<file path="src/include/cpu_consts.svh">
// cpu constants
// sizes shared by the pipeline packages and RTL

`ifndef CPU_CONSTS_SVH
`define CPU_CONSTS_SVH

`define CPU_XLEN        32  // data and instruction width
`define CPU_NREGS       32  // architectural registers

// word counts, both memories are word addressed
`define CPU_IMEM_DEPTH  64
`define CPU_DMEM_DEPTH  64

`endif

</file>
<file path="src/source/fetch_unit.sv">
// fetch_unit
// word PC, loadable instruction memory and the fetch/decode register

`timescale 1ns/10ps
`default_nettype none

`include "cpu_consts.svh"

module fetch_unit
(
    input  logic                                SYS_clk,
    input  logic                                SYS_reset,
    input  logic                                load_en,
    input  logic [$clog2(`CPU_IMEM_DEPTH)-1:0]  load_addr,
    input  logic [`CPU_XLEN-1:0]                load_data,
    output logic [`CPU_XLEN-1:0]                instr
);
    localparam int PC_W = $clog2(`CPU_IMEM_DEPTH);

    logic [`CPU_XLEN-1:0] imem [`CPU_IMEM_DEPTH];
    logic [PC_W-1:0]      pc;  // word index, no byte offset

    // program load from outside, usually held in reset meanwhile
    always_ff @(posedge SYS_clk)
    begin
        if (load_en)
            imem[load_addr] <= load_data;
    end

    always_ff @(posedge SYS_clk)
    begin
        if (SYS_reset)
        begin
            pc    <= '0;
            instr <= '0;  // all-zero word writes r0 only
        end
        else
        begin
            pc    <= pc + 1'b1;  // no branches, always sequential
            instr <= imem[pc];
        end
    end

endmodule

`default_nettype wire

</file>
<file path="config.mk">
export PLATFORM = sky130hd
export DESIGN_NAME = fetch_unit
export DESIGN_NICKNAME = d
export VERILOG_FILES = /design/src/source/fetch_unit.sv
export VERILOG_INCLUDE_DIRS = /design/src /design/src/include
export SDC_FILE = /design/constraint.sdc
export NUM_CORES = 2
export LEC_CHECK = 0
export BUFFER_PORTS_ARGS = -buffer_cell sky130_fd_sc_hd__buf_2
export CAP_MARGIN = 40
export CORE_ASPECT_RATIO = 0.75
export CORE_MARGIN = 3
export CORE_UTILIZATION = 30
export CTS_CLUSTER_DIAMETER = 80
export DETAILED_ROUTE_END_ITERATION = 7
export PLACE_DENSITY = 0.44
export SETUP_SLACK_MARGIN = 0.05
export SYNTH_ARGS = -nofsm -noshare
export SYNTH_HDL_FRONTEND = slang
export SYNTH_SLANG_ARGS = --single-unit
</file>
<file path="constraint.sdc">
create_clock -name SYS_clk -period 6.1 [get_ports SYS_clk]
set_input_delay 1.22 -clock SYS_clk [delete_from_list [all_inputs] [get_ports SYS_clk]]
set_output_delay 1.22 -clock SYS_clk [all_outputs]
set_load 0.02 [all_outputs]
</file>
==> qor.yml <==
placement:
  pre_cts_ws_ps: 2033
  place_congestion: 0.7444
  hpwlAfterDp_mm: 136.2
  port_buffers: 72
  dp_cells: 7067
  place_area_sq_mm: 0.08533
detailed_routing:
  via_per_inst: 5.038
  drtIter0Drc: 4028
  highest_layer: "met4"
  drt_pass1_iterations: 5
  wirelength_mm: 221.7
  drc: 0
  antenna_left: 0
  met2_length_mm: 96.01
  met3WireLength_mm: 10.39
  wl_met1_mm: 111.4
  route.vias.total: 37454
  wl_per_cell_microns: 29.82
timing:
  finalCriticalPeriod_ps: 3335
  tightest_slew_ps: 967.5
  rsz0062_at_grt: "false"
  finalCritPeriodShare_pct: 54.67
  fin_ws_ps: 2765
  relSlewSlack_pct: 35.50
  finalSetupTns_ps: 0
  setup_violations: 0
  report.final.slew_viol_count: 0
  finalHoldViolCount: 0
  fin_worst_skew_ps: 56.91
  fmax_mhz: 299.8
logic_synthesis:
  synth_area_leaders: "edfxtp_1 (77%), mux4_2 (12%), mux2i_1 (3.9%)"
  ys_types: 35
  yosys-top-cells-count: "edfxtp_1 (2048), mux4_2 (414), mux2i_1 (306)"
  async_reset_ff_share_pct: 0
  synth-edff-count: 2048
  synth_area_sq_mm: 0.07937
  synth_top_cell_area_share_pct: 77.49
  synth_cells: 3578
  synth_top_area_cell: "edfxtp_1"
  ys_seq_elements: 2086
  synth.most_common_cell: "edfxtp_1"
  seq_area_frac_synth_pct: 78.44
  synth_nets: 3620
  ys.flop_type: "edfxtp_1"
  yosys_warnings: 0
  avgSynthCellArea_sq_um: 22.18
pwr:
  p_total_mw: 29.54
  ir_drop_v: 0.0002037
  p_per_area_mw_per_mm2: 323.2
  p_leak_nw: 27.42
cts:
  clkLatencyLatePin_ps: 860
  h-tree-depth: 4
  cts-root-buf: "clkbuf_16"
  cts_made_buffers: 206
  cts_resized: 0
  cts_hold_buffers: 0
  path_clk_slew_ps: 60
  cts_setup_buffers: 0
  clockBufferDepth: 4
  clock-sinks: 2086
  tritoncts: "yes"
grt:
  grt_pass1_wl_mm: 310.7
  groute.usage.overall_pct: 16.15
  grt_max_degree: 114
  gr-total-overflow: 0
  grt_antenna_before_repair: 8
  grt_pass1_vias: 37695
die:
  rows: 162
  dieArea_sq_mm: 0.2708
  start_util_pct: 30.35
  io_pins: 73
  coreArea_sq_mm: 0.2615
  die-height_microns: 451.4
  die_w_microns: 599.9
critical_path:
  critPathMaxFanout: 34
  worst_setup_path_start_kind: "flop"
  end_kind: "flop"
  reg2reg_slack_ps: 2760
  cp_data_required_time_ps: 6860
  crit_arrival_ps: 4090
  path_class: "reg -> reg"
flow_run:
  maxCapViolCount: 0
cells_and_area:
  fillers: 24180
  nets: 3873
  fin_area_sq_mm: 0.09139
  stdcell_count: 7434
  drive_above_1_share_pct: 25.35
  register_area_sq_mm: 0.06227
  multiInputGateArea_sq_mm: 0.01634
  area_growth_pct: 15.14
min_path:
  hold_path_class: "reg -> reg"
run_status:
  status: "finished, final reports clean"
[sequential cells by signal (all words and copies together) (netlist names)]
name	cells
pc	6
imem	2048
instr	32
[stage by stage]
| step | utilization [%] | hold slack, ps |
|---|---|---|
| 2_1_floorplan | - | 541.6 |
| 5_1_grt | 34.95 | 746.9 |
| 3_3_place_gp | 32.28 | 730.0 |
| 3_5_place_dp | 32.63 | 738.2 |
| 4_1_cts | 34.95 | 722.6 |
| 6_report | 34.95 | 732.1 |
[worst max-delay path, stage by stage (launching register included)]
cell and delay, ps:
dfxtp_4 750, buf_4 670, nor2_1 330, buf_4 310
a221oi_1 480, a21oi_1 180, o21ai_0 230, a22o_1 230
[cells by family after synthesis]
| group | count (synthesis) | synth area share [%] |
|---|---|---|
| buf+inv | 211 | 1.603 |
| fa+ha+maj | 1 | 0.01576 |
| simple gates | 161 | 0.9285 |
| compound gates | 395 | 3.358 |
| flops | 2086 | 78.44 |
| xor+xnor | 4 | 0.04415 |
| mux | 720 | 15.61 |
[cell usage in the layout, fill, tap and decap left out, drive strengths merged, types with 14 or more instances in the layout]
| master | instances |
|---|---|
| a211oi | 84 |
| a21oi | 34 |
| a221oi | 35 |
| a22o | 32 |
| a22oi | 25 |
| buf | 256 |
| clkbuf | 270 |
| clkinv | 85 |
| dfxtp | 38 |
| edfxtp | 2048 |
| mux2i | 306 |
| mux4 | 414 |
| nand2 | 20 |
| nand3 | 17 |
| nor2 | 83 |
| nor2b | 14 |
| o211ai | 19 |
| o21ai | 73 |
| o22ai | 93 |
[report_power, final]
group          internal (mW)  switching [mW]
clock                   6.49            5.35
combinational          0.663            1.12
sequential              15.9          0.0699
[final cells by class]
| class | count | area share, % |
|---|---|---|
| clock buffer | 270 | 6.028 |
| timing repair buffer | 256 | 2.634 |
| antenna | 2 | 0.005476 |
| multi-input combinational | 1281 | 17.88 |
| sequential | 2086 | 68.14 |
| clock inverter | 95 | 0.5928 |
| tap | 3444 | 4.715 |
[worst paths after layout]
check	cells after the start	to	start
worst min-delay path	1	pc[0]	pc[0]
worst max register to register	7	instr[27]	pc[0]
worst max-delay path	7	instr[27]	pc[0]
worst min register to register	1	pc[0]	pc[0]
[layer usage]
metal | global-route usage (%) | up-vias
li1 | - | 15700
met1 | 25.74 | 20511
met2 | 23.32 | 980
met3 | 2.296 | 263
met4 | 3.101 | 0
met5 | 0 | -
Note: power is estimated with default switching activity, not from simulation.
