**config.mk**
```make
export PLATFORM = sky130hd
export DESIGN_NAME = decode_stage
export DESIGN_NICKNAME = d
export VERILOG_FILES = /design/src/source/cpu_isa_pkg.sv /design/src/source/cpu_pipe_pkg.sv /design/src/source/decode_stage.sv
export VERILOG_INCLUDE_DIRS = /design/src /design/src/include
export SDC_FILE = /design/constraint.sdc
export NUM_CORES = 1
export LEC_CHECK = 0
export BUFFER_PORTS_ARGS = -buffer_cell sky130_fd_sc_hd__buf_4
export CORE_AREA = 2 2 92 94
export DETAILED_ROUTE_END_ITERATION = 10
export DIE_AREA = 0 0 94 96
export PLACE_DENSITY = 0.78
export SLEW_MARGIN = 20
export SYNTH_ARGS = -nofsm -noshare
export SYNTH_HDL_FRONTEND = slang
export SYNTH_SLANG_ARGS = --single-unit
```
**constraint.sdc**
```tcl
create_clock -name SYS_clk -period 1.1 [get_ports SYS_clk]
set_input_delay 0.055 -clock SYS_clk [delete_from_list [all_inputs] [get_ports SYS_clk]]
set_output_delay 0.055 -clock SYS_clk [all_outputs]
set_load 0.01 [all_outputs]
```
**src/include/cpu_consts.svh**
```systemverilog
// cpu constants
// sizes shared by the pipeline packages and RTL

`ifndef CPU_CONSTS_SVH
`define CPU_CONSTS_SVH

`define CPU_XLEN        32  // data and instruction width
`define CPU_NREGS       32  // architectural registers

// word counts, both memories are word addressed
`define CPU_IMEM_DEPTH  64
`define CPU_DMEM_DEPTH  64

`endif

```
**src/source/cpu_isa_pkg.sv**
```systemverilog
// cpu_isa_pkg
// instruction set encodings for the supported MIPS subset

`default_nettype none

package cpu_isa_pkg;

    // primary opcode, instr[31:26]
    typedef enum logic [5:0]
    {
        OP_RTYPE = 6'h00,
        OP_ADDI  = 6'h08,
        OP_LW    = 6'h23,
        OP_SW    = 6'h2b
    } opcode_e;

    // R-type function field, instr[5:0]
    typedef enum logic [5:0]
    {
        FN_ADD = 6'h20,
        FN_SUB = 6'h22,
        FN_AND = 6'h24,
        FN_OR  = 6'h25,
        FN_SLT = 6'h2a
    } funct_e;

    // rs, rt and rd fields are all 5 bits
    typedef logic [4:0] reg_idx_t;

endpackage

`default_nettype wire

```
**src/source/cpu_pipe_pkg.sv**
```systemverilog
// cpu_pipe_pkg
// control bundle and stage register layouts of the pipeline

`default_nettype none

package cpu_pipe_pkg;

    `include "cpu_consts.svh"

    typedef enum logic [2:0]
    {
        ALU_ADD = 3'd0,  // all-zero control decodes to add
        ALU_SUB = 3'd1,
        ALU_AND = 3'd2,
        ALU_OR  = 3'd3,
        ALU_SLT = 3'd4
    } alu_op_e;

    // operand source chosen in execute
    typedef enum logic [1:0]
    {
        FWD_NONE = 2'd0,
        FWD_MEM  = 2'd1,
        FWD_WB   = 2'd2
    } fwd_sel_e;

    typedef struct packed
    {
        logic    reg_write;    // writes a register
        logic    mem_to_reg;   // load data to write-back
        logic    mem_write;
        logic    alu_src_imm;  // operand b from immediate
        logic    uses_rt;      // rt is a real source
        alu_op_e alu_op;
    } ctrl_t;

    typedef struct packed
    {
        ctrl_t                  ctrl;
        cpu_isa_pkg::reg_idx_t  rs;
        cpu_isa_pkg::reg_idx_t  rt;
        cpu_isa_pkg::reg_idx_t  rd;        // destination, rd or rt
        logic [`CPU_XLEN-1:0]   rs_value;
        logic [`CPU_XLEN-1:0]   rt_value;
        logic [`CPU_XLEN-1:0]   imm;       // sign extended
    } id_ex_t;

    typedef struct packed
    {
        ctrl_t                  ctrl;
        cpu_isa_pkg::reg_idx_t  rd;
        logic [`CPU_XLEN-1:0]   alu_result;
        logic [`CPU_XLEN-1:0]   store_data;
    } ex_mem_t;

endpackage

`default_nettype wire

```
**src/source/decode_stage.sv**
```systemverilog
// decode_stage
// control decode, destination pick and sign extension into the decode/execute register

`timescale 1ns/10ps
`default_nettype none

`include "cpu_consts.svh"

module decode_stage
(
    input  logic                   SYS_clk,
    input  logic                   SYS_reset,
    input  logic [`CPU_XLEN-1:0]   instr,
    output cpu_isa_pkg::reg_idx_t  rs_addr,
    output cpu_isa_pkg::reg_idx_t  rt_addr,
    input  logic [`CPU_XLEN-1:0]   rs_value,
    input  logic [`CPU_XLEN-1:0]   rt_value,
    output cpu_pipe_pkg::id_ex_t   id_ex
);
    import cpu_isa_pkg::*;
    import cpu_pipe_pkg::*;

    ctrl_t                ctrl;
    reg_idx_t             dest;
    logic [`CPU_XLEN-1:0] imm_ext;

    assign rs_addr = instr[25:21];
    assign rt_addr = instr[20:16];

    always_comb
    begin
        ctrl = '0;  // unknown encodings write nothing
        case (opcode_e'(instr[31:26]))
            OP_RTYPE:
            begin
                ctrl.reg_write = 1'b1;
                ctrl.uses_rt   = 1'b1;
                case (funct_e'(instr[5:0]))
                    FN_ADD:  ctrl.alu_op = ALU_ADD;
                    FN_SUB:  ctrl.alu_op = ALU_SUB;
                    FN_AND:  ctrl.alu_op = ALU_AND;
                    FN_OR:   ctrl.alu_op = ALU_OR;
                    FN_SLT:  ctrl.alu_op = ALU_SLT;
                    default: ctrl = '0;
                endcase
            end
            OP_ADDI:
            begin
                ctrl.reg_write   = 1'b1;
                ctrl.alu_src_imm = 1'b1;
            end
            OP_LW:
            begin
                ctrl.reg_write   = 1'b1;
                ctrl.mem_to_reg  = 1'b1;
                ctrl.alu_src_imm = 1'b1;  // base + offset
            end
            OP_SW:
            begin
                ctrl.mem_write   = 1'b1;
                ctrl.alu_src_imm = 1'b1;
                ctrl.uses_rt     = 1'b1;  // rt is the store data
            end
            default: ctrl = '0;
        endcase
    end

    assign dest    = (opcode_e'(instr[31:26]) == OP_RTYPE) ? instr[15:11] : instr[20:16];
    assign imm_ext = {{(`CPU_XLEN-16){instr[15]}}, instr[15:0]};

    always_ff @(posedge SYS_clk)
    begin
        if (SYS_reset)
            id_ex <= '0;
        else
        begin
            id_ex.ctrl     <= ctrl;
            id_ex.rs       <= rs_addr;
            id_ex.rt       <= rt_addr;
            id_ex.rd       <= dest;
            id_ex.rs_value <= rs_value;
            id_ex.rt_value <= rt_value;
            id_ex.imm      <= imm_ext;
        end
    end

endmodule

`default_nettype wire

```
==> results.cfg <==
[placed_design]
dp_slack_ns = 0.0948
dp_hpwl_um = 5840
portBuffers = 226
routabilityCongestion = 0.811

[critical_path]
critPathMaxStageDelay_ns = 0.55
cp.arrival_ns = 1.35
cp.required_ns = 1.36
crit_path_start_kind = input pin
crit_fanout = 3
path_cells = dlygate4sd3_1 > buf_4 > nor2b_1 > nand4_1 > nor4b_2
cp-end-kind = register
slowest_stage = dlygate4sd3_1
critPathKind = in2reg

[layout]
syn_to_final_growth_pct = 89.6
final_common_cell = buf_4
layout-drive-gt1-share = 0.454
final_cell_mix = 231 x buf_4, 103 x dfxtp_1, 96 x dlygate4sd3_1, 92 x nor2b_1, 10 x clkbuf_8
final_util = 0.736
antenna_cells = 0
largest_register_ffs = 103
nets = 663
reg_top3 = id_ex x103
top_register = id_ex

[job]
max_cap_violations = 0

[synth]
synth-edff-count = 0
ys_seq_area_frac = 0.660
yosys_warnings = 0
ys_types = 26
syn_area_sq_mm = 0.00313
postSynthAreaPerCell_sq_um = 12.0
synthFlopType = dfxtp_1
netlist_instances = 261
synth_seq_cells = 103
synth_nets = 359
synthArstFlopShare = 0

[routing]
route.met3.wl_um = 565
drt_wl_total_um = 9810
drt_iter0_drc = 39
drc = 0
m1WireLength_um = 3650
vias = 2837
route.top_layer_used = met4
dr_wl_met2_um = 5330
ant_nets = 0
vias_per_cell = 4.20
firstDrtPassIters = 4
wl_per_cell_um = 14.5

[floorplan]
start_util = 0.388
ios = 227
core_sq_mm = 0.00805
dieArea_sq_mm = 0.00902
chipWidth_um = 94
fp.dieH_um = 96
fp-row-count = 33

[global_route]
grt-ovfl-total = 0
first_global_vias = 2862
grt_use_total = 0.205
grt_max_degree = 39
grt_pass1_wl_um = 14000
antenna_found_initial = 0

[pwr]
vdd_drop_max_v = 0.000770
power_mw = 7.59
p_per_area_mw_per_mm2 = 1280
p_leak_nw = 2.82

[clock_tree]
max-clock-path-buffers = 2
path_clk_slew_ns = 0.09
cts_setup_buffers = 0
clkSinkCount = 103
cts_tree = built
clock-root-buffer = clkbuf_8
htree_levels = 3
numCtsBuffers = 9

[timing]
fin_crit_sh = 0.986
max_freq_mhz = 922
tightest_slew_ns = 0.357
drv_slew = 0
rsz0062_at_grt = false
fin_crit_ns = 1.08
slew_headroom = 0.762
setup-tns-final_ns = 0
layout_setup_ws_ns = 0.0159
hold_viol_final = 0
setup_violations = 0

[worst_hold_path]
holdPathStages = 3
hold_class = in2reg

[run_status]
status = complete, no violations
-- metrics by stage --
step / hold slack (ns) / instances / instance area, sq um
3_3_place_gp: 0.262 / 563 / 4760
2_1_floorplan: 0.126 / 261 / 3130
4_1_cts: 0.00153 / 675 / 5920
3_5_place_dp: 0.269 / 563 / 4760
6_report: 0.0188 / 675 / 5920
5_1_grt: 0.0117 / 675 / 5920
-- critical path: cells and delay by family --
kind / cells / cell delay, ns
buffers and inverters: 2 / 0.69
and+or+nand+nor: 3 / 0.61
-- layer usage --
layer  up-vias  global-route usage
met5         -                   0
met3        21              0.0478
li1       1391                   -
met4         0               0.100
met2       132               0.394
met1      1293               0.209
-- power by group --
group	switching, mW	total [mW]	internal (mW)
Clock	1.36	2.30	0.946
Sequential	0.0561	3.97	3.91
Combinational	0.482	1.32	0.836
-- repair_timing --
action	in CTS	in global routing
pin swaps	0	0
endpoints found under the setup margin	16	1
endpoints found under the hold margin	95	0
resized for setup	1	1
hold buffers	96	0
-- area by class of cell --
type	instances	area, sq um
clock buffers	10	138
flip-flops and latches	103	2060
multi-input cells	122	825
repair buffers	328	2710
inverters	1	3.75
well taps	105	131
fillers	514	2130
clock inverters	6	58.8
-- synthesized netlist by cell type (2+ instances only) --
cell      number  area share
buf_4         26       0.062
nor2_1         3      0.0036
nand3_1        3      0.0048
nor2b_1       92        0.18
nand2b_1       2      0.0040
buf_2          9       0.014
dfxtp_1      103        0.66
mux2_2         5       0.018
-- final timing paths --
kind  startpoint                    end  slack [ns]
max     instr[4]  id_ex[112]$_SDFF_PP0_        0.02
min    instr[28]  id_ex[118]$_SDFF_PP0_        0.02
-- kinds of logic after synthesis --
family	Yosys count	synth area share
AND/OR/NAND/NOR	112	0.233
flip-flops	103	0.660
buffers and inverters	36	0.0781
multiplexers	6	0.0212
AO/OA/AOI/OAI	4	0.00761
Power figures use the tool's default switching activity.
