==> src/include/cpu_consts.svh <==
// cpu constants
// sizes shared by the pipeline packages and RTL

`ifndef CPU_CONSTS_SVH
`define CPU_CONSTS_SVH

`define CPU_XLEN        32  // data and instruction width
`define CPU_NREGS       32  // architectural registers

// word counts, both memories are word addressed
`define CPU_IMEM_DEPTH  64
`define CPU_DMEM_DEPTH  64

`endif

==> src/source/cpu_isa_pkg.sv <==
// cpu_isa_pkg
// instruction set encodings for the supported MIPS subset

`default_nettype none

package cpu_isa_pkg;

    // primary opcode, instr[31:26]
    typedef enum logic [5:0]
    {
        OP_RTYPE = 6'h00,
        OP_ADDI  = 6'h08,
        OP_LW    = 6'h23,
        OP_SW    = 6'h2b
    } opcode_e;

    // R-type function field, instr[5:0]
    typedef enum logic [5:0]
    {
        FN_ADD = 6'h20,
        FN_SUB = 6'h22,
        FN_AND = 6'h24,
        FN_OR  = 6'h25,
        FN_SLT = 6'h2a
    } funct_e;

    // rs, rt and rd fields are all 5 bits
    typedef logic [4:0] reg_idx_t;

endpackage

`default_nettype wire

==> src/source/cpu_pipe_pkg.sv <==
// cpu_pipe_pkg
// control bundle and stage register layouts of the pipeline

`default_nettype none

package cpu_pipe_pkg;

    `include "cpu_consts.svh"

    typedef enum logic [2:0]
    {
        ALU_ADD = 3'd0,  // all-zero control decodes to add
        ALU_SUB = 3'd1,
        ALU_AND = 3'd2,
        ALU_OR  = 3'd3,
        ALU_SLT = 3'd4
    } alu_op_e;

    // operand source chosen in execute
    typedef enum logic [1:0]
    {
        FWD_NONE = 2'd0,
        FWD_MEM  = 2'd1,
        FWD_WB   = 2'd2
    } fwd_sel_e;

    typedef struct packed
    {
        logic    reg_write;    // writes a register
        logic    mem_to_reg;   // load data to write-back
        logic    mem_write;
        logic    alu_src_imm;  // operand b from immediate
        logic    uses_rt;      // rt is a real source
        alu_op_e alu_op;
    } ctrl_t;

    typedef struct packed
    {
        ctrl_t                  ctrl;
        cpu_isa_pkg::reg_idx_t  rs;
        cpu_isa_pkg::reg_idx_t  rt;
        cpu_isa_pkg::reg_idx_t  rd;        // destination, rd or rt
        logic [`CPU_XLEN-1:0]   rs_value;
        logic [`CPU_XLEN-1:0]   rt_value;
        logic [`CPU_XLEN-1:0]   imm;       // sign extended
    } id_ex_t;

    typedef struct packed
    {
        ctrl_t                  ctrl;
        cpu_isa_pkg::reg_idx_t  rd;
        logic [`CPU_XLEN-1:0]   alu_result;
        logic [`CPU_XLEN-1:0]   store_data;
    } ex_mem_t;

endpackage

`default_nettype wire

==> src/source/fwd_if.sv <==
// fwd_if
// memory and write-back results offered back to execute and the register file

`timescale 1ns/10ps
`default_nettype none

`include "cpu_consts.svh"

interface fwd_if;

    cpu_isa_pkg::reg_idx_t  mem_rd;
    logic                   mem_reg_write;
    logic                   mem_is_load;   // value not ready yet in memory stage
    logic [`CPU_XLEN-1:0]   mem_value;
    cpu_isa_pkg::reg_idx_t  wb_rd;
    logic                   wb_reg_write;
    logic [`CPU_XLEN-1:0]   wb_value;

    modport producer (output mem_rd, mem_reg_write, mem_is_load, mem_value,
                      output wb_rd, wb_reg_write, wb_value);
    modport consumer (input mem_rd, mem_reg_write, mem_is_load, mem_value,
                      input wb_rd, wb_reg_write, wb_value);

endinterface

`default_nettype wire

==> src/source/mem_wb_stage.sv <==
// mem_wb_stage
// data memory, memory/write-back register and write-back select

`timescale 1ns/10ps
`default_nettype none

`include "cpu_consts.svh"

module mem_wb_stage
(
    input  logic                   SYS_clk,
    input  logic                   SYS_reset,
    input  cpu_pipe_pkg::ex_mem_t  ex_mem,
    fwd_if.producer                fwd
);
    import cpu_isa_pkg::*;
    import cpu_pipe_pkg::*;

    localparam int DA_W = $clog2(`CPU_DMEM_DEPTH);

    logic [`CPU_XLEN-1:0] dmem [`CPU_DMEM_DEPTH];
    logic [DA_W-1:0]      dmem_addr;
    logic [`CPU_XLEN-1:0] load_data;
    ctrl_t                wb_ctrl;
    reg_idx_t             wb_rd;
    logic [`CPU_XLEN-1:0] wb_load;
    logic [`CPU_XLEN-1:0] wb_alu;

    assign dmem_addr = ex_mem.alu_result[DA_W-1:0];  // word index
    assign load_data = dmem[dmem_addr];

    always_ff @(posedge SYS_clk)
    begin
        if (ex_mem.ctrl.mem_write)
            dmem[dmem_addr] <= ex_mem.store_data;
    end

    always_ff @(posedge SYS_clk)
    begin
        if (SYS_reset)
        begin
            wb_ctrl <= '0;
            wb_rd   <= '0;
        end
        else
        begin
            wb_ctrl <= ex_mem.ctrl;
            wb_rd   <= ex_mem.rd;
        end
    end

    always_ff @(posedge SYS_clk)
    begin
        wb_load <= load_data;
        wb_alu  <= ex_mem.alu_result;
    end

    // memory stage view, alu result only
    assign fwd.mem_rd        = ex_mem.rd;
    assign fwd.mem_reg_write = ex_mem.ctrl.reg_write;
    assign fwd.mem_is_load   = ex_mem.ctrl.mem_to_reg;
    assign fwd.mem_value     = ex_mem.alu_result;

    assign fwd.wb_rd         = wb_rd;
    assign fwd.wb_reg_write  = wb_ctrl.reg_write;
    assign fwd.wb_value      = wb_ctrl.mem_to_reg ? wb_load : wb_alu;

endmodule

`default_nettype wire

==> src/flat_wrapper.sv <==
// flat-port wrapper written by rule: the top's interface ports become plain ports
module mem_wb_stage_flat import cpu_isa_pkg::*; import cpu_pipe_pkg::*;
  (SYS_clk, SYS_reset, ex_mem, fwd_mem_rd, fwd_mem_reg_write, fwd_mem_is_load, fwd_mem_value, fwd_wb_rd, fwd_wb_reg_write, fwd_wb_value);
  fwd_if fwd_i ();
  input  logic SYS_clk;
  input  logic SYS_reset;
  input  cpu_pipe_pkg::ex_mem_t ex_mem;
  output wire logic [$bits(fwd_i.mem_rd)-1:0] fwd_mem_rd;
  output wire logic [$bits(fwd_i.mem_reg_write)-1:0] fwd_mem_reg_write;
  output wire logic [$bits(fwd_i.mem_is_load)-1:0] fwd_mem_is_load;
  output wire logic [$bits(fwd_i.mem_value)-1:0] fwd_mem_value;
  output wire logic [$bits(fwd_i.wb_rd)-1:0] fwd_wb_rd;
  output wire logic [$bits(fwd_i.wb_reg_write)-1:0] fwd_wb_reg_write;
  output wire logic [$bits(fwd_i.wb_value)-1:0] fwd_wb_value;
  assign fwd_mem_rd = fwd_i.mem_rd;
  assign fwd_mem_reg_write = fwd_i.mem_reg_write;
  assign fwd_mem_is_load = fwd_i.mem_is_load;
  assign fwd_mem_value = fwd_i.mem_value;
  assign fwd_wb_rd = fwd_i.wb_rd;
  assign fwd_wb_reg_write = fwd_i.wb_reg_write;
  assign fwd_wb_value = fwd_i.wb_value;
  mem_wb_stage u_core (.SYS_clk(SYS_clk), .SYS_reset(SYS_reset), .ex_mem(ex_mem), .fwd(fwd_i));
endmodule
==> config.mk <==
export PLATFORM = sky130hd
export DESIGN_NAME = mem_wb_stage_flat
export DESIGN_NICKNAME = d
export VERILOG_FILES = /design/src/source/cpu_isa_pkg.sv /design/src/source/cpu_pipe_pkg.sv /design/src/source/fwd_if.sv /design/src/source/mem_wb_stage.sv /design/src/flat_wrapper.sv
export VERILOG_INCLUDE_DIRS = /design/src /design/src/include
export SDC_FILE = /design/constraint.sdc
export NUM_CORES = 2
export LEC_CHECK = 0
export ABC_AREA = 1
export BUFFER_PORTS_ARGS = -buffer_cell sky130_fd_sc_hd__buf_2
export CAP_MARGIN = 15
export CORE_MARGIN = 2
export CORE_UTILIZATION = 55
export DETAILED_ROUTE_END_ITERATION = 10
export PLACE_DENSITY = 0.71
export SYNTH_ARGS = -nofsm -noshare
export SYNTH_HDL_FRONTEND = slang
export SYNTH_SLANG_ARGS = --single-unit
==> constraint.sdc <==
create_clock -name SYS_clk -period 13.1 [get_ports SYS_clk]
set_clock_uncertainty 0.2 [all_clocks]
set_input_delay 2.62 -clock SYS_clk [delete_from_list [all_inputs] [get_ports SYS_clk]]
set_output_delay 2.62 -clock SYS_clk [all_outputs]
set_load 0.005 [all_outputs]
==> key figures <==
Status
  – Status: completed

Drt
  – Via count: around 60,000
  – First DRT Iteration DRCs: 7,652
  – Vias per Instance: 5.49
  – Final WL: ~230 mm
  – DRC viols: 0
  – Remaining antenna violation count after routing: 0
  – Total iterations of the first detailed-routing run: 8
  – Routed length per instance: 21.4 um

Die
  – Core Area: around 160,000 um^2
  – # rows: roughly 150
  – I/O pin total: 156
  – Starting Density: about 55%
  – Die span in x: roughly 400 um
  – Die area: around 160,000 um^2
  – Die height: ~400 um

Placed design
  – Port Buffers: 150
  – Gp weighted congestion: around 0.81
  – Placed instance count: roughly 10,000
  – Place WS: roughly 5.5 ns
  – Post-DP HPWL: 117 mm

STA
  – Endpoints failing hold: 0
  – RSZ-0062 raised after global routing: false
  – Tcrit/Tclk final: a little over half
  – Max Freq: approximately 150 MHz
  – Worst-Margin Slew: approximately 1.2 ns
  – Relative max-transition margin: between 20% and 30%
  – Tmin final: 6.86 ns
  – Setup TNS: 0 ns
  – Slew Viols, Final: 0
  – Worst setup margin: between 6 and 7 ns
  – Final setup fails: 0

Critical path
  – Max FO, Critical Path: 58
  – Worst EP arrival: 4.04 ns
  – Critical Path Sink Type: primary output
  – Reg2reg setup slack: 10.75 ns
  – Critical path class: input pin to primary output
  – Number of cells on the worst reg-to-reg path: 10
  – Reg-to-Reg Start: u_core.dmem[42][17]$_DFFE_PP_
  – CP required: between 10 and 15 ns
  – Crit. Startpoint: ex_mem[34]
  – CP startpoint kind: input pin

Clocking
  – CTS Hold Bufs: 0
  – CTS root buf: clkbuf_16
  – CTS H-tree lvls: 4
  – Setup Buffers After CTS: 0
  – Cts bufs inserted: slightly above 200
  – CTS tree: yes
  – Clock slew at reported path FFs: about 0.06 ns
  – Worst-skew pair later-pin latency: approximately 0.85 ns
  – Post-CTS sizing: 0
  – CTS sink count: 2,119
  – Worst-case clock buffer depth: 3

Synthesis
  – YS warnings: 0
  – Distinct cell type count after synthesis: 22
  – Post-synth ARST share: 0%
  – Yosys top cell by area: edfxtp_1
  – Top-count cell post-synth: nand2_1
  – Ys flop type: edfxtp_1
  – Syn Nets: ~8,600
  – Post-synth top area share: a little over two thirds
  – Register bit total from synthesis: 2,119
  – Synth Cell Area: a little under 90,000 um^2
  – Number of synthesized flops with an enable pin: between 2,000 and 2,500
  – Post-synthesis sequential area ratio: 71.5%
  – Synth Area per Inst: approximately 10 um^2
  – Synthesized instance count: ~8,600
  – Synth top cells by count: nand2_1 (5,728), edfxtp_1 (2,048), buf_2 (207)
  – Main area contributors after synthesis: edfxtp_1 (70%), nand2_1 (24%), dfxtp_1 (1.6%)

Final layout
  – Syn-to-layout area delta: 10.7%
  – Fin cells: 10,900
  – Proportion of layout cells with a drive suffix above 1: 8.11%
  – Layout Utilization: about three fifths
  – Nets: roughly 8,700

Hold path
  – Hold path depth: 6
  – Worst Hold Launch: u_core.dmem[31][30]$_DFFE_PP_
  – Hold WC Path Type: flop to flop

GRT
  – Met3 Use GR: between 5 and 6%
  – Number of global-route vias before repair: between 50,000 and 60,000
  – Initial antenna violation count: 10
  – Met1 GRT Util: 38.5%
  – Total congestion overflow: 0
  – M2 GR Usage: 45.8%
  – Largest net degree at the start of global routing: 200
  – Grt peak-use layer: met2
  – First-pass GRT wire length: approximately 340 mm
  – GRT Overall Usage: approximately 28%

Pwr
  – LEAKAGE: between 40 and 50 nW
  – Design Power: around 14 mW
  – Cell area power density: approximately 150 nW/um^2
  – Worst vdd ir: ~0.14 mV

Flow run
  – Max cap viols: 0
final timing paths:
kind,to
worst max register to register,u_core.wb_load[17]$_DFF_P_
worst max-delay path,fwd_mem_value[2]
worst min register to register,u_core.wb_load[30]$_DFF_P_
worst min-delay path,u_core.wb_load[30]$_DFF_P_
state kept, by name, summed over array words and instances (netlist names):
name / flops
u_core.dmem: 2048
u_core.fwd.wb_rd: 5
u_core.wb_ctrl: 1
u_core.wb_load: 32
u_core.wb_alu: 32
u_core.fwd.wb_reg_write: 1
power by group:
part / switching (mW) / total [mW] / internal (mW)
Clock: 2.53 / 5.81 / 3.28
Combinational: 0.641 / 0.846 / 0.206
Sequential: 0.0248 / 7.52 / 7.49
placed cells by master, fill, tap and decap left out, types with 7 or more instances in the layout:
| cell type | instances |
|---|---|
| buf_12 | 10 |
| buf_2 | 147 |
| buf_4 | 131 |
| bufinv_16 | 15 |
| clkbuf_1 | 54 |
| clkbuf_16 | 209 |
| clkbuf_8 | 9 |
| clkinv_1 | 37 |
| clkinv_2 | 46 |
| dfxtp_1 | 70 |
| edfxtp_1 | 2048 |
| inv_1 | 23 |
| inv_2 | 11 |
| inv_6 | 7 |
| mux2_2 | 32 |
| nand2_1 | 5728 |
| nand3_1 | 13 |
| nor2_1 | 82 |
| nor2_4 | 62 |
| nor3_4 | 7 |
routing by layer:
layer	part of all wire (%)	vias up
li1	-	27700
met1	39	28400
met5	0.013	-
met3	11	442
met4	3.7	6
met2	47	3112
stage by stage:
| step | instance area (um^2) | hold slack, ns |
|---|---|---|
| 5_1_grt | 97400 | 0.645 |
| 3_5_place_dp | 90800 | 0.541 |
| 3_3_place_gp | 90800 | 0.524 |
| 6_report | 97500 | 0.565 |
| 2_1_floorplan | 88000 | 0.408 |
| 4_1_cts | 97300 | 0.556 |
worst max-delay path, cell delays in order:
cell   delay, ns
buf_8       0.42
buf_4       0.71
buf_2       0.25
layout make-up:
| cell class | instances | area, um^2 |
|---|---|---|
| Tap cell | 2072 | 2590 |
| Timing Repair Buffer | 292 | 1990 |
| Fill cell | 12100 | 61100 |
| Inverter | 37 | 161 |
| Multi-Input combinational cell | 5947 | 23200 |
| Clock inverter | 115 | 1020 |
| Sequential cell | 2119 | 62900 |
| Clock buffer | 272 | 5560 |
| Antenna cell | 3 | 7.51 |
logic make-up after synthesis:
family | share of synthesized area, %
flops | 71.5
mux | 0.410
buf+inv | 2.73
simple gates | 25.3
compound gates | 0.0825
No activity file was read; power rests on OpenSTA's default activity.
