`src/include/cpu_consts.svh`:
```
// cpu constants
// sizes shared by the pipeline packages and RTL

`ifndef CPU_CONSTS_SVH
`define CPU_CONSTS_SVH

`define CPU_XLEN        32  // data and instruction width
`define CPU_NREGS       32  // architectural registers

// word counts, both memories are word addressed
`define CPU_IMEM_DEPTH  64
`define CPU_DMEM_DEPTH  64

`endif

```
`src/source/cpu_isa_pkg.sv`:
```
// cpu_isa_pkg
// instruction set encodings for the supported MIPS subset

`default_nettype none

package cpu_isa_pkg;

    // primary opcode, instr[31:26]
    typedef enum logic [5:0]
    {
        OP_RTYPE = 6'h00,
        OP_ADDI  = 6'h08,
        OP_LW    = 6'h23,
        OP_SW    = 6'h2b
    } opcode_e;

    // R-type function field, instr[5:0]
    typedef enum logic [5:0]
    {
        FN_ADD = 6'h20,
        FN_SUB = 6'h22,
        FN_AND = 6'h24,
        FN_OR  = 6'h25,
        FN_SLT = 6'h2a
    } funct_e;

    // rs, rt and rd fields are all 5 bits
    typedef logic [4:0] reg_idx_t;

endpackage

`default_nettype wire

```
`src/source/fwd_if.sv`:
```
// fwd_if
// memory and write-back results offered back to execute and the register file

`timescale 1ns/10ps
`default_nettype none

`include "cpu_consts.svh"

interface fwd_if;

    cpu_isa_pkg::reg_idx_t  mem_rd;
    logic                   mem_reg_write;
    logic                   mem_is_load;   // value not ready yet in memory stage
    logic [`CPU_XLEN-1:0]   mem_value;
    cpu_isa_pkg::reg_idx_t  wb_rd;
    logic                   wb_reg_write;
    logic [`CPU_XLEN-1:0]   wb_value;

    modport producer (output mem_rd, mem_reg_write, mem_is_load, mem_value,
                      output wb_rd, wb_reg_write, wb_value);
    modport consumer (input mem_rd, mem_reg_write, mem_is_load, mem_value,
                      input wb_rd, wb_reg_write, wb_value);

endinterface

`default_nettype wire

```
`src/source/register_file.sv`:
```
// register_file
// 32 registers, two decode reads and a debug read, written from write-back

`timescale 1ns/10ps
`default_nettype none

`include "cpu_consts.svh"

module register_file
(
    input  logic                   SYS_clk,
    input  logic                   SYS_reset,
    input  cpu_isa_pkg::reg_idx_t  rs_addr,
    input  cpu_isa_pkg::reg_idx_t  rt_addr,
    output logic [`CPU_XLEN-1:0]   rs_value,
    output logic [`CPU_XLEN-1:0]   rt_value,
    input  cpu_isa_pkg::reg_idx_t  dbg_sel,
    output logic [`CPU_XLEN-1:0]   dbg_value,
    fwd_if.consumer                wb_port
);
    import cpu_isa_pkg::*;

    logic [`CPU_XLEN-1:0] regs [`CPU_NREGS];
    logic                 wr_en;
    reg_idx_t             wr_idx;
    logic [`CPU_XLEN-1:0] wr_data;

    assign wr_en   = wb_port.wb_reg_write && (wb_port.wb_rd != '0);  // r0 stays zero
    assign wr_idx  = wb_port.wb_rd;
    assign wr_data = wb_port.wb_value;

    // bypass the write in flight so decode sees it this cycle
    function automatic logic [`CPU_XLEN-1:0] read_port(input reg_idx_t addr);
        if (wr_en && (wr_idx == addr))
            return wr_data;
        return regs[addr];
    endfunction

    always_ff @(posedge SYS_clk)
    begin
        if (SYS_reset)
        begin
            for (int i = 0; i < `CPU_NREGS; i++)
                regs[i] <= '0;
        end
        else if (wr_en)
            regs[wr_idx] <= wr_data;
    end

    always_comb
    begin
        rs_value  = read_port(rs_addr);
        rt_value  = read_port(rt_addr);
        dbg_value = read_port(dbg_sel);
    end

endmodule

`default_nettype wire

```
`src/flat_wrapper.sv`:
```
// flat-port wrapper written by rule: the top's interface ports become plain ports
module register_file_flat import cpu_isa_pkg::*;
  (SYS_clk, SYS_reset, rs_addr, rt_addr, rs_value, rt_value, dbg_sel, dbg_value, wb_port_mem_rd, wb_port_mem_reg_write, wb_port_mem_is_load, wb_port_mem_value, wb_port_wb_rd, wb_port_wb_reg_write, wb_port_wb_value);
  fwd_if wb_port_i ();
  input  logic SYS_clk;
  input  logic SYS_reset;
  input  cpu_isa_pkg::reg_idx_t rs_addr;
  input  cpu_isa_pkg::reg_idx_t rt_addr;
  output logic [`CPU_XLEN-1:0] rs_value;
  output logic [`CPU_XLEN-1:0] rt_value;
  input  cpu_isa_pkg::reg_idx_t dbg_sel;
  output logic [`CPU_XLEN-1:0] dbg_value;
  input wire logic [$bits(wb_port_i.mem_rd)-1:0] wb_port_mem_rd;
  input wire logic [$bits(wb_port_i.mem_reg_write)-1:0] wb_port_mem_reg_write;
  input wire logic [$bits(wb_port_i.mem_is_load)-1:0] wb_port_mem_is_load;
  input wire logic [$bits(wb_port_i.mem_value)-1:0] wb_port_mem_value;
  input wire logic [$bits(wb_port_i.wb_rd)-1:0] wb_port_wb_rd;
  input wire logic [$bits(wb_port_i.wb_reg_write)-1:0] wb_port_wb_reg_write;
  input wire logic [$bits(wb_port_i.wb_value)-1:0] wb_port_wb_value;
  assign wb_port_i.mem_rd = wb_port_mem_rd;
  assign wb_port_i.mem_reg_write = wb_port_mem_reg_write;
  assign wb_port_i.mem_is_load = wb_port_mem_is_load;
  assign wb_port_i.mem_value = wb_port_mem_value;
  assign wb_port_i.wb_rd = wb_port_wb_rd;
  assign wb_port_i.wb_reg_write = wb_port_wb_reg_write;
  assign wb_port_i.wb_value = wb_port_wb_value;
  register_file u_core (.SYS_clk(SYS_clk), .SYS_reset(SYS_reset), .rs_addr(rs_addr), .rt_addr(rt_addr), .rs_value(rs_value), .rt_value(rt_value), .dbg_sel(dbg_sel), .dbg_value(dbg_value), .wb_port(wb_port_i));
endmodule
```
`config.mk`:
```
export PLATFORM = sky130hd
export DESIGN_NAME = register_file_flat
export DESIGN_NICKNAME = d
export VERILOG_FILES = /design/src/source/cpu_isa_pkg.sv /design/src/source/fwd_if.sv /design/src/source/register_file.sv /design/src/flat_wrapper.sv
export VERILOG_INCLUDE_DIRS = /design/src /design/src/include
export SDC_FILE = /design/constraint.sdc
export NUM_CORES = 2
export LEC_CHECK = 0
export BUFFER_PORTS_ARGS = -buffer_cell sky130_fd_sc_hd__buf_2
export CAP_MARGIN = 20
export CORE_UTILIZATION = 45
export DETAILED_ROUTE_END_ITERATION = 7
export PLACE_DENSITY = 0.62
export SYNTH_ARGS = -nofsm -noshare
export SYNTH_HDL_FRONTEND = slang
export SYNTH_SLANG_ARGS = --single-unit
```
`constraint.sdc`:
```
create_clock -name SYS_clk -period 4.9 [get_ports SYS_clk]
set_clock_uncertainty 0.2 [all_clocks]
set_input_delay 1.47 -clock SYS_clk [delete_from_list [all_inputs] [get_ports SYS_clk]]
set_output_delay 1.47 -clock SYS_clk [all_outputs]
set_load 0.03 [all_outputs]
```
==> summary.json <==
{
  "syn-mean-instance-area": {"value": 15.17, "unit": "um^2"},
  "fraction_of_layout_cells_with_a_size_suffix_above_1": {"value": 45.75, "unit": "%"},
  "status": {"value": "finished with violations"},
  "leakagePower": {"value": 0.02706, "unit": "uW"},
  "yosys_register_bits": {"value": 1024},
  "synthCells": {"value": 4074},
  "clock_sinks": {"value": 1024},
  "htreeDepth": {"value": 3},
  "syn_area": {"value": 61800, "unit": "um^2"},
  "power_frac_comb": {"value": 20.3, "unit": "%"},
  "antenna_found_initial": {"value": 32},
  "report.final.setup_viol": {"value": 91},
  "tightestPinTransition": {"value": 930.9, "unit": "ps"},
  "flow.area_growth_from_synthesis": {"value": 26.26, "unit": "%"},
  "stdcell_count": {"value": 6409},
  "rsz0062_at_grt": {"value": "yes"},
  "required": {"value": 3230, "unit": "ps"},
  "fin_nets": {"value": 4608},
  "fp.coreArea": {"value": 135800, "unit": "um^2"},
  "seq_power_share": {"value": 44.0, "unit": "%"},
  "yosysWarnings": {"value": 0},
  "worst_path_largest_cell_delay": {"value": 520, "unit": "ps"},
  "postSynth.asyncResetShare": {"value": 0, "unit": "%"},
  "largest_register_ff_count": {"value": 1024},
  "cap_viol_max_count": {"value": 0},
  "fp.dieArea": {"value": 138800, "unit": "um^2"},
  "cts_max_path_buffers": {"value": 3},
  "first_pass_iters": {"value": 5},
  "power.share.switching": {"value": 27.66, "unit": "%"},
  "dp_cells": {"value": 6023},
  "failed_checks": {"value": "setup timing"},
  "largestRegisters": {"value": "u_core.regs (1024)"},
  "overflow": {"value": 0},
  "hold_path_class": {"value": "in -> reg"},
  "num_vias": {"value": 45808},
  "clock_power_share": {"value": 35.7, "unit": "%"},
  "grt_pass1_vias": {"value": 43301},
  "setup.worst_path.start_class": {"value": "primary input"},
  "period_needed": {"value": 5089, "unit": "ps"},
  "placed_wire_length_estimate_after_detailed_placement": {"value": 148.0, "unit": "mm"},
  "postLayoutSetupSlackWorst": {"value": -189.0, "unit": "ps"},
  "finalHoldViolCount": {"value": 0},
  "place_worst_setup_slack": {"value": -420.0, "unit": "ps"},
  "path_clk_slew": {"value": 60, "unit": "ps"},
  "fp-row-count": {"value": 135},
  "portion_of_synthesized_cell_area_occupied_by_the_leading_cell_type": {"value": 49.76, "unit": "%"},
  "synthTopCellsByArea": {"value": "edfxtp_1 50%, mux4_2 28%, and2_1 10%, o22ai_1 3.8%, clkbuf_1 1.6%"},
  "top_level_ports": {"value": 190},
  "crit_top_cell": {"value": "buf_16"},
  "detailedRoute.firstIterationViolations": {"value": 8661},
  "final_min_period_over_clock_period": {"value": 103.9, "unit": "%"},
  "cts_tree": {"value": "built"},
  "drcViolationCount": {"value": 0},
  "crit_path_max_fanout": {"value": 15},
  "globalRouteTotalUtil": {"value": 36.50, "unit": "%"},
  "max_flop_register": {"value": "u_core.regs"},
  "initial_utilization": {"value": 45.51, "unit": "%"},
  "maxSlewHeadroom": {"value": 37.94, "unit": "%"},
  "timing.final.max_slew_violations": {"value": 0},
  "clk_root_buffer_cell": {"value": "clkbuf_16"},
  "synth_largest_area_cell": {"value": "edfxtp_1"},
  "yosysSeqAreaShare": {"value": 49.76, "unit": "%"},
  "vias_per_cell": {"value": 7.147},
  "drt.antenna.violating_nets": {"value": 0},
  "die-width": {"value": 372.6, "unit": "um"},
  "finalCoreUtilization": {"value": 57.46, "unit": "%"},
  "critPathCaptureType": {"value": "primary output"},
  "cp_slowest_cell": {"value": "or4_4"},
  "die-height": {"value": 372.6, "unit": "um"},
  "synth-edff-count": {"value": 1024},
  "power_density_normalized_to_cell_area": {"value": 305.2, "unit": "nW/um^2"},
  "routabilityCongestion": {"value": 0.9098},
  "cp.arrival": {"value": 3420, "unit": "ps"},
  "yosysUniqueCellTypes": {"value": 36},
  "global_route_wire_length_before_repair": {"value": 342.6, "unit": "mm"},
  "largest_net_degree_at_the_start_of_global_routing": {"value": 42},
  "synth_commonest_cells": {"value": "1,024 x edfxtp_1, 992 x and2_1, 755 x mux4_2"},
  "post-synth-top-count-cell": {"value": "edfxtp_1"},
  "timing.setup.critical_path_class": {"value": "in -> out"},
  "peakVddDrop": {"value": 0.2869, "unit": "mV"},
  "route.detailed.wl_per_inst": {"value": 40.11, "unit": "um"},
  "dpl_cell_area": {"value": 68530, "unit": "um^2"},
  "internal_power": {"value": 17230, "unit": "uW"},
  "postCtsHoldBufs": {"value": 0},
  "cts-buffers-inserted": {"value": 115},
  "port-buffer-count": {"value": 150},
  "achievable-frequency": {"value": 196.5, "unit": "MHz"},
  "routed_wirelength": {"value": 257.1, "unit": "mm"},
  "path_cells": {"value": "buf_16 > buf_16 > buf_16 > mux4_2 > o22ai_1 > or4_4 > o21ai_4 > buf_6"},
  "power.net_switching": {"value": 6586, "unit": "uW"},
  "synth-main-ff-cell": {"value": "edfxtp_1"},
  "final_design_area_no_fill": {"value": 78030, "unit": "um^2"}
}
## power groups by stage
stage	clock network [uW]	registers (uW)	logic [uW]
4_1_cts	8500	10500	4580
6_report	8490	10500	4840
3_5_place_dp	0	10600	3910
3_3_place_gp	0	10600	3890
2_1_floorplan	0	10500	2470
5_1_grt	8800	10500	4940
## final timing paths
path                    from                               end  slack (ps)  cells after the start
setup / recovery  rt_addr[0]                      rt_value[25]        -190                      8
hold / removal     SYS_reset  u_core.regs[0][21]$_SDFFCE_PN0P_         980                      1
## repair_timing
action / CTS / global route
gates resized for setup: 557 / 217
hold endpoints to repair: 0 / 0
pin swaps: 82 / 103
setup buffers: 65 / 43
setup endpoints to repair: 96 / 96
cloned: 49 / 16
## per-stage QoR
step	total power, uW	TNS (ps)	hold slack [ps]
2_1_floorplan	12980	-566.2	1468
3_3_place_gp	14470	-22040	1737
3_5_place_dp	14540	-22900	1735
4_1_cts	23530	-6091	934.0
5_1_grt	24270	-9583	962.1
6_report	23810	-7925	981.8
## layout make-up
cell class / count / area [um^2]
diodes: 20 / 50.05
repair buffers: 771 / 10750
inverters: 2 / 7.507
flip-flops and latches: 1024 / 30750
clock inverters: 76 / 561.8
well taps: 1781 / 2228
fillers: 10255 / 57780
multi-input cells: 2600 / 30670
clock buffers: 135 / 3017
## placed cells by master, fill, tap and decap left out, types with 20 or more instances in the layout
cell type / netlist / layout
edfxtp_1: 1024 / 1024
and2_1: 992 / 992
mux4_2: 755 / 760
o22ai_1: 380 / 289
buf_4: 6 / 268
buf_12: 11 / 205
buf_6: 60 / 153
clkbuf_16: 0 / 134
or4_4: 0 / 91
o22ai_2: 0 / 82
buf_16: 0 / 71
nand2_1: 102 / 67
o21ai_2: 0 / 54
o21ai_4: 0 / 41
buf_2: 132 / 37
conb_1: 1 / 32
nor2_4: 0 / 31
clkinv_1: 0 / 29
or2_2: 31 / 28
clkinv_2: 0 / 26
nand2_2: 0 / 24
diode_2: 0 / 20
## critical path: cells and delay by family
kind	cells	cell delay, ps
buffers and inverters	4	680
and+or+nand+nor	1	520
AOI/OAI and AO/OA	2	320
muxes	1	350
## kinds of logic after synthesis
family                    count (synthesis)  share of synthesized area, %
and+or+nand+nor                        1300                         12.86
DFF                                    1024                         49.76
muxes                                   771                         28.07
AOI/OAI and AO/OA                       482                         4.723
buffers and inverters                   481                         4.377
xor gates and xnor gates                 15                        0.2126
other                                     1                      0.006068
## layer usage
metal	global-route usage (%)	wire [um]	vias to the layer above
met5	0	57	-
met2	55.53	117000	4332
li1	-	-	17336
met4	23.32	18330	8
met3	10.13	37560	975
met1	46.12	84110	23157
(Power assumes the default switching activity.)
