`src/include/cpu_consts.svh`:
```
// cpu constants
// sizes shared by the pipeline packages and RTL

`ifndef CPU_CONSTS_SVH
`define CPU_CONSTS_SVH

`define CPU_XLEN        32  // data and instruction width
`define CPU_NREGS       32  // architectural registers

// word counts, both memories are word addressed
`define CPU_IMEM_DEPTH  64
`define CPU_DMEM_DEPTH  64

`endif

```
`src/source/cpu_isa_pkg.sv`:
```
// cpu_isa_pkg
// instruction set encodings for the supported MIPS subset

`default_nettype none

package cpu_isa_pkg;

    // primary opcode, instr[31:26]
    typedef enum logic [5:0]
    {
        OP_RTYPE = 6'h00,
        OP_ADDI  = 6'h08,
        OP_LW    = 6'h23,
        OP_SW    = 6'h2b
    } opcode_e;

    // R-type function field, instr[5:0]
    typedef enum logic [5:0]
    {
        FN_ADD = 6'h20,
        FN_SUB = 6'h22,
        FN_AND = 6'h24,
        FN_OR  = 6'h25,
        FN_SLT = 6'h2a
    } funct_e;

    // rs, rt and rd fields are all 5 bits
    typedef logic [4:0] reg_idx_t;

endpackage

`default_nettype wire

```
`src/source/cpu_pipe_pkg.sv`:
```
// cpu_pipe_pkg
// control bundle and stage register layouts of the pipeline

`default_nettype none

package cpu_pipe_pkg;

    `include "cpu_consts.svh"

    typedef enum logic [2:0]
    {
        ALU_ADD = 3'd0,  // all-zero control decodes to add
        ALU_SUB = 3'd1,
        ALU_AND = 3'd2,
        ALU_OR  = 3'd3,
        ALU_SLT = 3'd4
    } alu_op_e;

    // operand source chosen in execute
    typedef enum logic [1:0]
    {
        FWD_NONE = 2'd0,
        FWD_MEM  = 2'd1,
        FWD_WB   = 2'd2
    } fwd_sel_e;

    typedef struct packed
    {
        logic    reg_write;    // writes a register
        logic    mem_to_reg;   // load data to write-back
        logic    mem_write;
        logic    alu_src_imm;  // operand b from immediate
        logic    uses_rt;      // rt is a real source
        alu_op_e alu_op;
    } ctrl_t;

    typedef struct packed
    {
        ctrl_t                  ctrl;
        cpu_isa_pkg::reg_idx_t  rs;
        cpu_isa_pkg::reg_idx_t  rt;
        cpu_isa_pkg::reg_idx_t  rd;        // destination, rd or rt
        logic [`CPU_XLEN-1:0]   rs_value;
        logic [`CPU_XLEN-1:0]   rt_value;
        logic [`CPU_XLEN-1:0]   imm;       // sign extended
    } id_ex_t;

    typedef struct packed
    {
        ctrl_t                  ctrl;
        cpu_isa_pkg::reg_idx_t  rd;
        logic [`CPU_XLEN-1:0]   alu_result;
        logic [`CPU_XLEN-1:0]   store_data;
    } ex_mem_t;

endpackage

`default_nettype wire

```
`src/source/fwd_if.sv`:
```
// fwd_if
// memory and write-back results offered back to execute and the register file

`timescale 1ns/10ps
`default_nettype none

`include "cpu_consts.svh"

interface fwd_if;

    cpu_isa_pkg::reg_idx_t  mem_rd;
    logic                   mem_reg_write;
    logic                   mem_is_load;   // value not ready yet in memory stage
    logic [`CPU_XLEN-1:0]   mem_value;
    cpu_isa_pkg::reg_idx_t  wb_rd;
    logic                   wb_reg_write;
    logic [`CPU_XLEN-1:0]   wb_value;

    modport producer (output mem_rd, mem_reg_write, mem_is_load, mem_value,
                      output wb_rd, wb_reg_write, wb_value);
    modport consumer (input mem_rd, mem_reg_write, mem_is_load, mem_value,
                      input wb_rd, wb_reg_write, wb_value);

endinterface

`default_nettype wire

```
`src/source/execute_stage.sv`:
```
// execute_stage
// operand forwarding, ALU and the execute/memory register

`timescale 1ns/10ps
`default_nettype none

`include "cpu_consts.svh"

module execute_stage
(
    input  logic                   SYS_clk,
    input  logic                   SYS_reset,
    input  cpu_pipe_pkg::id_ex_t   id_ex,
    fwd_if.consumer                fwd,
    output cpu_pipe_pkg::ex_mem_t  ex_mem
);
    import cpu_isa_pkg::*;
    import cpu_pipe_pkg::*;

    logic                 mem_ok;
    logic                 wb_ok;
    fwd_sel_e             rs_sel;
    fwd_sel_e             rt_sel;
    logic [`CPU_XLEN-1:0] op_a;
    logic [`CPU_XLEN-1:0] rt_fwd;
    logic [`CPU_XLEN-1:0] op_b;
    logic [`CPU_XLEN-1:0] alu_result;

    // memory stage wins over write-back
    function automatic fwd_sel_e pick_fwd(input reg_idx_t src, input logic m_ok,
                                          input reg_idx_t m_rd, input logic w_ok,
                                          input reg_idx_t w_rd);
        if (m_ok && (m_rd == src))
            return FWD_MEM;
        if (w_ok && (w_rd == src))
            return FWD_WB;
        return FWD_NONE;
    endfunction

    function automatic logic [`CPU_XLEN-1:0] fwd_value(input fwd_sel_e sel,
                                                       input logic [`CPU_XLEN-1:0] dec,
                                                       input logic [`CPU_XLEN-1:0] m_val,
                                                       input logic [`CPU_XLEN-1:0] w_val);
        case (sel)
            FWD_MEM: return m_val;
            FWD_WB:  return w_val;
            default: return dec;
        endcase
    endfunction

    // a load in memory stage has no data yet, program must not depend on it
    assign mem_ok = fwd.mem_reg_write && !fwd.mem_is_load && (fwd.mem_rd != '0);
    assign wb_ok  = fwd.wb_reg_write && (fwd.wb_rd != '0);

    assign rs_sel = pick_fwd(id_ex.rs, mem_ok, fwd.mem_rd, wb_ok, fwd.wb_rd);
    assign rt_sel = id_ex.ctrl.uses_rt ? pick_fwd(id_ex.rt, mem_ok, fwd.mem_rd, wb_ok, fwd.wb_rd)
                                       : FWD_NONE;

    assign op_a   = fwd_value(rs_sel, id_ex.rs_value, fwd.mem_value, fwd.wb_value);
    assign rt_fwd = fwd_value(rt_sel, id_ex.rt_value, fwd.mem_value, fwd.wb_value);
    assign op_b   = id_ex.ctrl.alu_src_imm ? id_ex.imm : rt_fwd;

    always_comb
    begin
        case (id_ex.ctrl.alu_op)
            ALU_ADD: alu_result = op_a + op_b;
            ALU_SUB: alu_result = op_a - op_b;
            ALU_AND: alu_result = op_a & op_b;
            ALU_OR:  alu_result = op_a | op_b;
            ALU_SLT: alu_result = {{(`CPU_XLEN-1){1'b0}}, ($signed(op_a) < $signed(op_b))};
            default: alu_result = '0;
        endcase
    end

    always_ff @(posedge SYS_clk)
    begin
        if (SYS_reset)
            ex_mem <= '0;
        else
        begin
            ex_mem.ctrl       <= id_ex.ctrl;
            ex_mem.rd         <= id_ex.rd;
            ex_mem.alu_result <= alu_result;
            ex_mem.store_data <= rt_fwd;  // forwarded rt for sw
        end
    end

endmodule

`default_nettype wire

```
`src/flat_wrapper.sv`:
```
// flat-port wrapper written by rule: the top's interface ports become plain ports
module execute_stage_flat import cpu_isa_pkg::*; import cpu_pipe_pkg::*;
  (SYS_clk, SYS_reset, id_ex, ex_mem, fwd_mem_rd, fwd_mem_reg_write, fwd_mem_is_load, fwd_mem_value, fwd_wb_rd, fwd_wb_reg_write, fwd_wb_value);
  fwd_if fwd_i ();
  input  logic SYS_clk;
  input  logic SYS_reset;
  input  cpu_pipe_pkg::id_ex_t id_ex;
  output cpu_pipe_pkg::ex_mem_t ex_mem;
  input wire logic [$bits(fwd_i.mem_rd)-1:0] fwd_mem_rd;
  input wire logic [$bits(fwd_i.mem_reg_write)-1:0] fwd_mem_reg_write;
  input wire logic [$bits(fwd_i.mem_is_load)-1:0] fwd_mem_is_load;
  input wire logic [$bits(fwd_i.mem_value)-1:0] fwd_mem_value;
  input wire logic [$bits(fwd_i.wb_rd)-1:0] fwd_wb_rd;
  input wire logic [$bits(fwd_i.wb_reg_write)-1:0] fwd_wb_reg_write;
  input wire logic [$bits(fwd_i.wb_value)-1:0] fwd_wb_value;
  assign fwd_i.mem_rd = fwd_mem_rd;
  assign fwd_i.mem_reg_write = fwd_mem_reg_write;
  assign fwd_i.mem_is_load = fwd_mem_is_load;
  assign fwd_i.mem_value = fwd_mem_value;
  assign fwd_i.wb_rd = fwd_wb_rd;
  assign fwd_i.wb_reg_write = fwd_wb_reg_write;
  assign fwd_i.wb_value = fwd_wb_value;
  execute_stage u_core (.SYS_clk(SYS_clk), .SYS_reset(SYS_reset), .id_ex(id_ex), .fwd(fwd_i), .ex_mem(ex_mem));
endmodule
```
`config.mk`:
```
export PLATFORM = sky130hd
export DESIGN_NAME = execute_stage_flat
export DESIGN_NICKNAME = d
export VERILOG_FILES = /design/src/source/cpu_isa_pkg.sv /design/src/source/cpu_pipe_pkg.sv /design/src/source/fwd_if.sv /design/src/source/execute_stage.sv /design/src/flat_wrapper.sv
export VERILOG_INCLUDE_DIRS = /design/src /design/src/include
export SDC_FILE = /design/constraint.sdc
export NUM_CORES = 1
export LEC_CHECK = 0
export ABC_AREA = 1
export BUFFER_PORTS_ARGS = -buffer_cell sky130_fd_sc_hd__buf_2
export CAP_MARGIN = 10
export CORE_MARGIN = 2
export CORE_UTILIZATION = 30
export DETAILED_ROUTE_END_ITERATION = 16
export PLACE_DENSITY = 0.48
export SYNTH_ARGS = -nofsm -noshare
export SYNTH_HDL_FRONTEND = slang
export SYNTH_SLANG_ARGS = --single-unit
export TNS_END_PERCENT = 1
```
`constraint.sdc`:
```
create_clock -name SYS_clk -period 5.65 [get_ports SYS_clk]
set_input_delay 1.13 -clock SYS_clk [delete_from_list [all_inputs] [get_ports SYS_clk]]
set_output_delay 1.13 -clock SYS_clk [all_outputs]
set_load 0.02 [all_outputs]
```
==> impl_metrics.env <==
export IMPL_cap_viol_max_count=0
export IMPL_clkSlewWorstSetupHoldPaths_ps=80
export IMPL_viasPerCell=4.83
export IMPL_cellLeakagePower_nw=7.82
export IMPL_finish_utilization_pct=36.3
export IMPL_cp_depth=26
export IMPL_cts_inserted_buffers=9
export IMPL_hold_fix_buffers_cts=0
export IMPL_synthDistinctLibCells=44
export IMPL_worst_endpoint_arrival_ps=5180
export IMPL_grt_start_max_net_pins=54
export IMPL_postSynth_topFlopCell="dfxtp_1"
export IMPL_switching_power_mw=1.18
export IMPL_synth_net_count=2302
export IMPL_worst_path_max_fanout=32
export IMPL_p_int_mw=1.31
export IMPL_async_reset_ff_share_pct=0
export IMPL_grt_overflow=0
export IMPL_slowest_delay_ps=460
export IMPL_largest_reg_flops=77
export IMPL_ratio_of_cells_with_drive_above_1_in_the_final_layout_pct=17.9
export IMPL_power_per_cell_area_nw_per_um2=194
export IMPL_cts_num_sinks=77
export IMPL_synthesis_yosys_warnings=0
export IMPL_die_width_um=193
export IMPL_worstPathBufferInverterCount=6
export IMPL_relSlewSlack_pct=32.4
export IMPL_p_clk_share_pct=26.7
export IMPL_max_slew_worst_pin_slew_ps=1010
export IMPL_numPortBuffers=274
export IMPL_dieArea_um2=37300
export IMPL_htree_depth=3
export IMPL_comb_power_share_pct=49.5
export IMPL_synth_edf_count=0
export IMPL_ys_ff_latch=77
export IMPL_top_flop_regs="u_core.ex_mem (77)"
export IMPL_timing_final_setup_violations=0
export IMPL_clockBufferDepth=2
export IMPL_post_cts_buffers=0
export IMPL_post_synth_inst_count=2001
export IMPL_slew_viol_final=0
export IMPL_post_place_cells=2690
export IMPL_number_of_global_route_vias_before_repair=12900
export IMPL_swShare_pct=47.3
export IMPL_critical_path_endpoint_type="register"
export IMPL_mappedNetlistArea_um2=10700
export IMPL_cts_root_buffer_cell="clkbuf_16"
export IMPL_most_common_cell_after_layout_fill_and_taps_aside="nand2_1"
export IMPL_worst_endpoint_required_ps=5990
export IMPL_global_route_usage_total_pct=27.7
export IMPL_final_setup_tns_ps=0
export IMPL_number_of_antenna_violations_at_the_first_check_in_global_routing=2
export IMPL_seq_area_frac_synth_pct=14.4
export IMPL_route_vias_total=13100
export IMPL_crit_path_start_kind="input pin"
export IMPL_run_status="completed"
export IMPL_vdd_ir_drop_worst_mv=0.154
export IMPL_grt_first_pass_wirelength_um=76100
export IMPL_detailedRoute_firstPassIterationCount=5
export IMPL_core_region_area_um2=35400
export IMPL_layout_nets=2541
export IMPL_fmax_mhz=206
export IMPL_area_growth_synth_to_final_pct=19.7
export IMPL_die_height_um=193
export IMPL_layout_common_cells="nand2_1 (680), inv_1 (335), buf_2 (274)"
export IMPL_rsz_0062_raised_after_global_routing="no"
export IMPL_drc=0
export IMPL_drt_total_wl_um=50900
export IMPL_min_delay_path_class="input pin to register"
export IMPL_timing_final_hold_violations=0
export IMPL_cts_repair_resized=0
export IMPL_synth_area_per_cell_um2=5.37
export IMPL_start_util_pct=30.3
export IMPL_average_routed_wire_per_standard_cell_um=18.8
export IMPL_setup_worst_path_class="input pin to register"
export IMPL_placer_s_final_routability_congestion_estimate=0.972
export IMPL_worst_hold_path_num_cells=3
export IMPL_largest_register="u_core.ex_mem"
export IMPL_tritoncts="built"
export IMPL_critical_path_top_cell_by_count="nand2_1"
export IMPL_cp_top_family="simple AND/OR/NAND/NOR gates"
export IMPL_core_rowCount=69
export IMPL_io_pin_count=275
export IMPL_fin_cells=2708
export IMPL_detail_route_antenna_nets=0
export IMPL_detailed_place_hpwl_um=43200
export IMPL_drt_iter0_markers=925
export IMPL_share_seq_of_total_power_pct=23.8
export IMPL_critical_path_slowest_cell="fa_1"
export IMPL_finalCriticalPeriod_ps=4850
export IMPL_fin_crit_sh_pct=85.8
[layout make-up]
cell class / instances / area (µm²)
antenna: 2 / 5.00
clock buffer: 9 / 225
clock inverter: 7 / 80.1
fill: 4198 / 22500
inverter: 351 / 1320
multi-input combinational: 1506 / 7570
sequential: 77 / 1540
tap: 461 / 577
timing repair buffer: 295 / 1530
[metrics by stage]
| step | setup slack [ps] | hold WS [ps] | total power [mW] | instance area [µm²] |
|---|---|---|---|---|
| 5_1_grt | 390 | 940 | 2.68 | 12800 |
| 2_1_floorplan | 1680 | 1240 | 1.37 | 10700 |
| 6_report | 805 | 942 | 2.49 | 12900 |
| 3_5_place_dp | 451 | 1340 | 1.83 | 12500 |
| 4_1_cts | 839 | 931 | 2.50 | 12800 |
| 3_3_place_gp | 463 | 1330 | 1.83 | 12500 |
[per-layer routing]
| metal | wire length, µm | global-route usage, % | share of wire [%] |
|---|---|---|---|
| met3 | 3490 | 4.56 | 6.9 |
| met1 | 24200 | 39.1 | 47 |
| met4 | 1400 | 8.36 | 2.7 |
| met5 | 0 | 0 | 0 |
| met2 | 21900 | 43.0 | 43 |
[cells in the mapped netlist, types with 13 or more instances]
| library cell | n | area [µm²] |
|---|---|---|
| a21oi_1 | 96 | 480 |
| clkbuf_1 | 45 | 169 |
| dfxtp_1 | 77 | 1540 |
| ha_1 | 101 | 1260 |
| inv_1 | 335 | 1260 |
| inv_2 | 13 | 48.8 |
| nand2_1 | 680 | 2550 |
| nand3_1 | 175 | 876 |
| nand4_1 | 14 | 87.6 |
| nor2_1 | 218 | 818 |
| nor3_1 | 21 | 105 |
| o21ai_0 | 50 | 250 |
| or2_2 | 54 | 338 |
| xnor2_1 | 13 | 114 |
[worst min-delay path: stages]
cell	delay [ps]
buf_2	70
inv_1	30
nor2_1	60
[power groups by stage]
stage | combinational (mW) | sequential (mW) | clock (mW)
after floorplan | 0.721 | 0.649 | 0
after CTS | 1.23 | 0.594 | 0.680
after global routing | 1.38 | 0.596 | 0.701
after detailed placement | 1.22 | 0.606 | 0
after global placement | 1.22 | 0.607 | 0
final | 1.23 | 0.593 | 0.665
[cells by family after synthesis]
| kind of cell | count (synthesis) | synth area share (%) |
|---|---|---|
| simple gates | 1192 | 46.7 |
| xor+xnor | 24 | 1.96 |
| buf+inv | 418 | 15.2 |
| compound gates | 187 | 9.64 |
| flops | 77 | 14.4 |
| fa+ha+maj | 103 | 12.1 |
[final timing paths]
| kind | startpoint | end | slack (ps) |
|---|---|---|---|
| worst max-delay path | fwd_mem_rd[1] | u_core.ex_mem[48] | 800 |
| worst min-delay path | id_ex[100] | u_core.ex_mem[68] | 940 |
(Power assumes the default switching activity.)
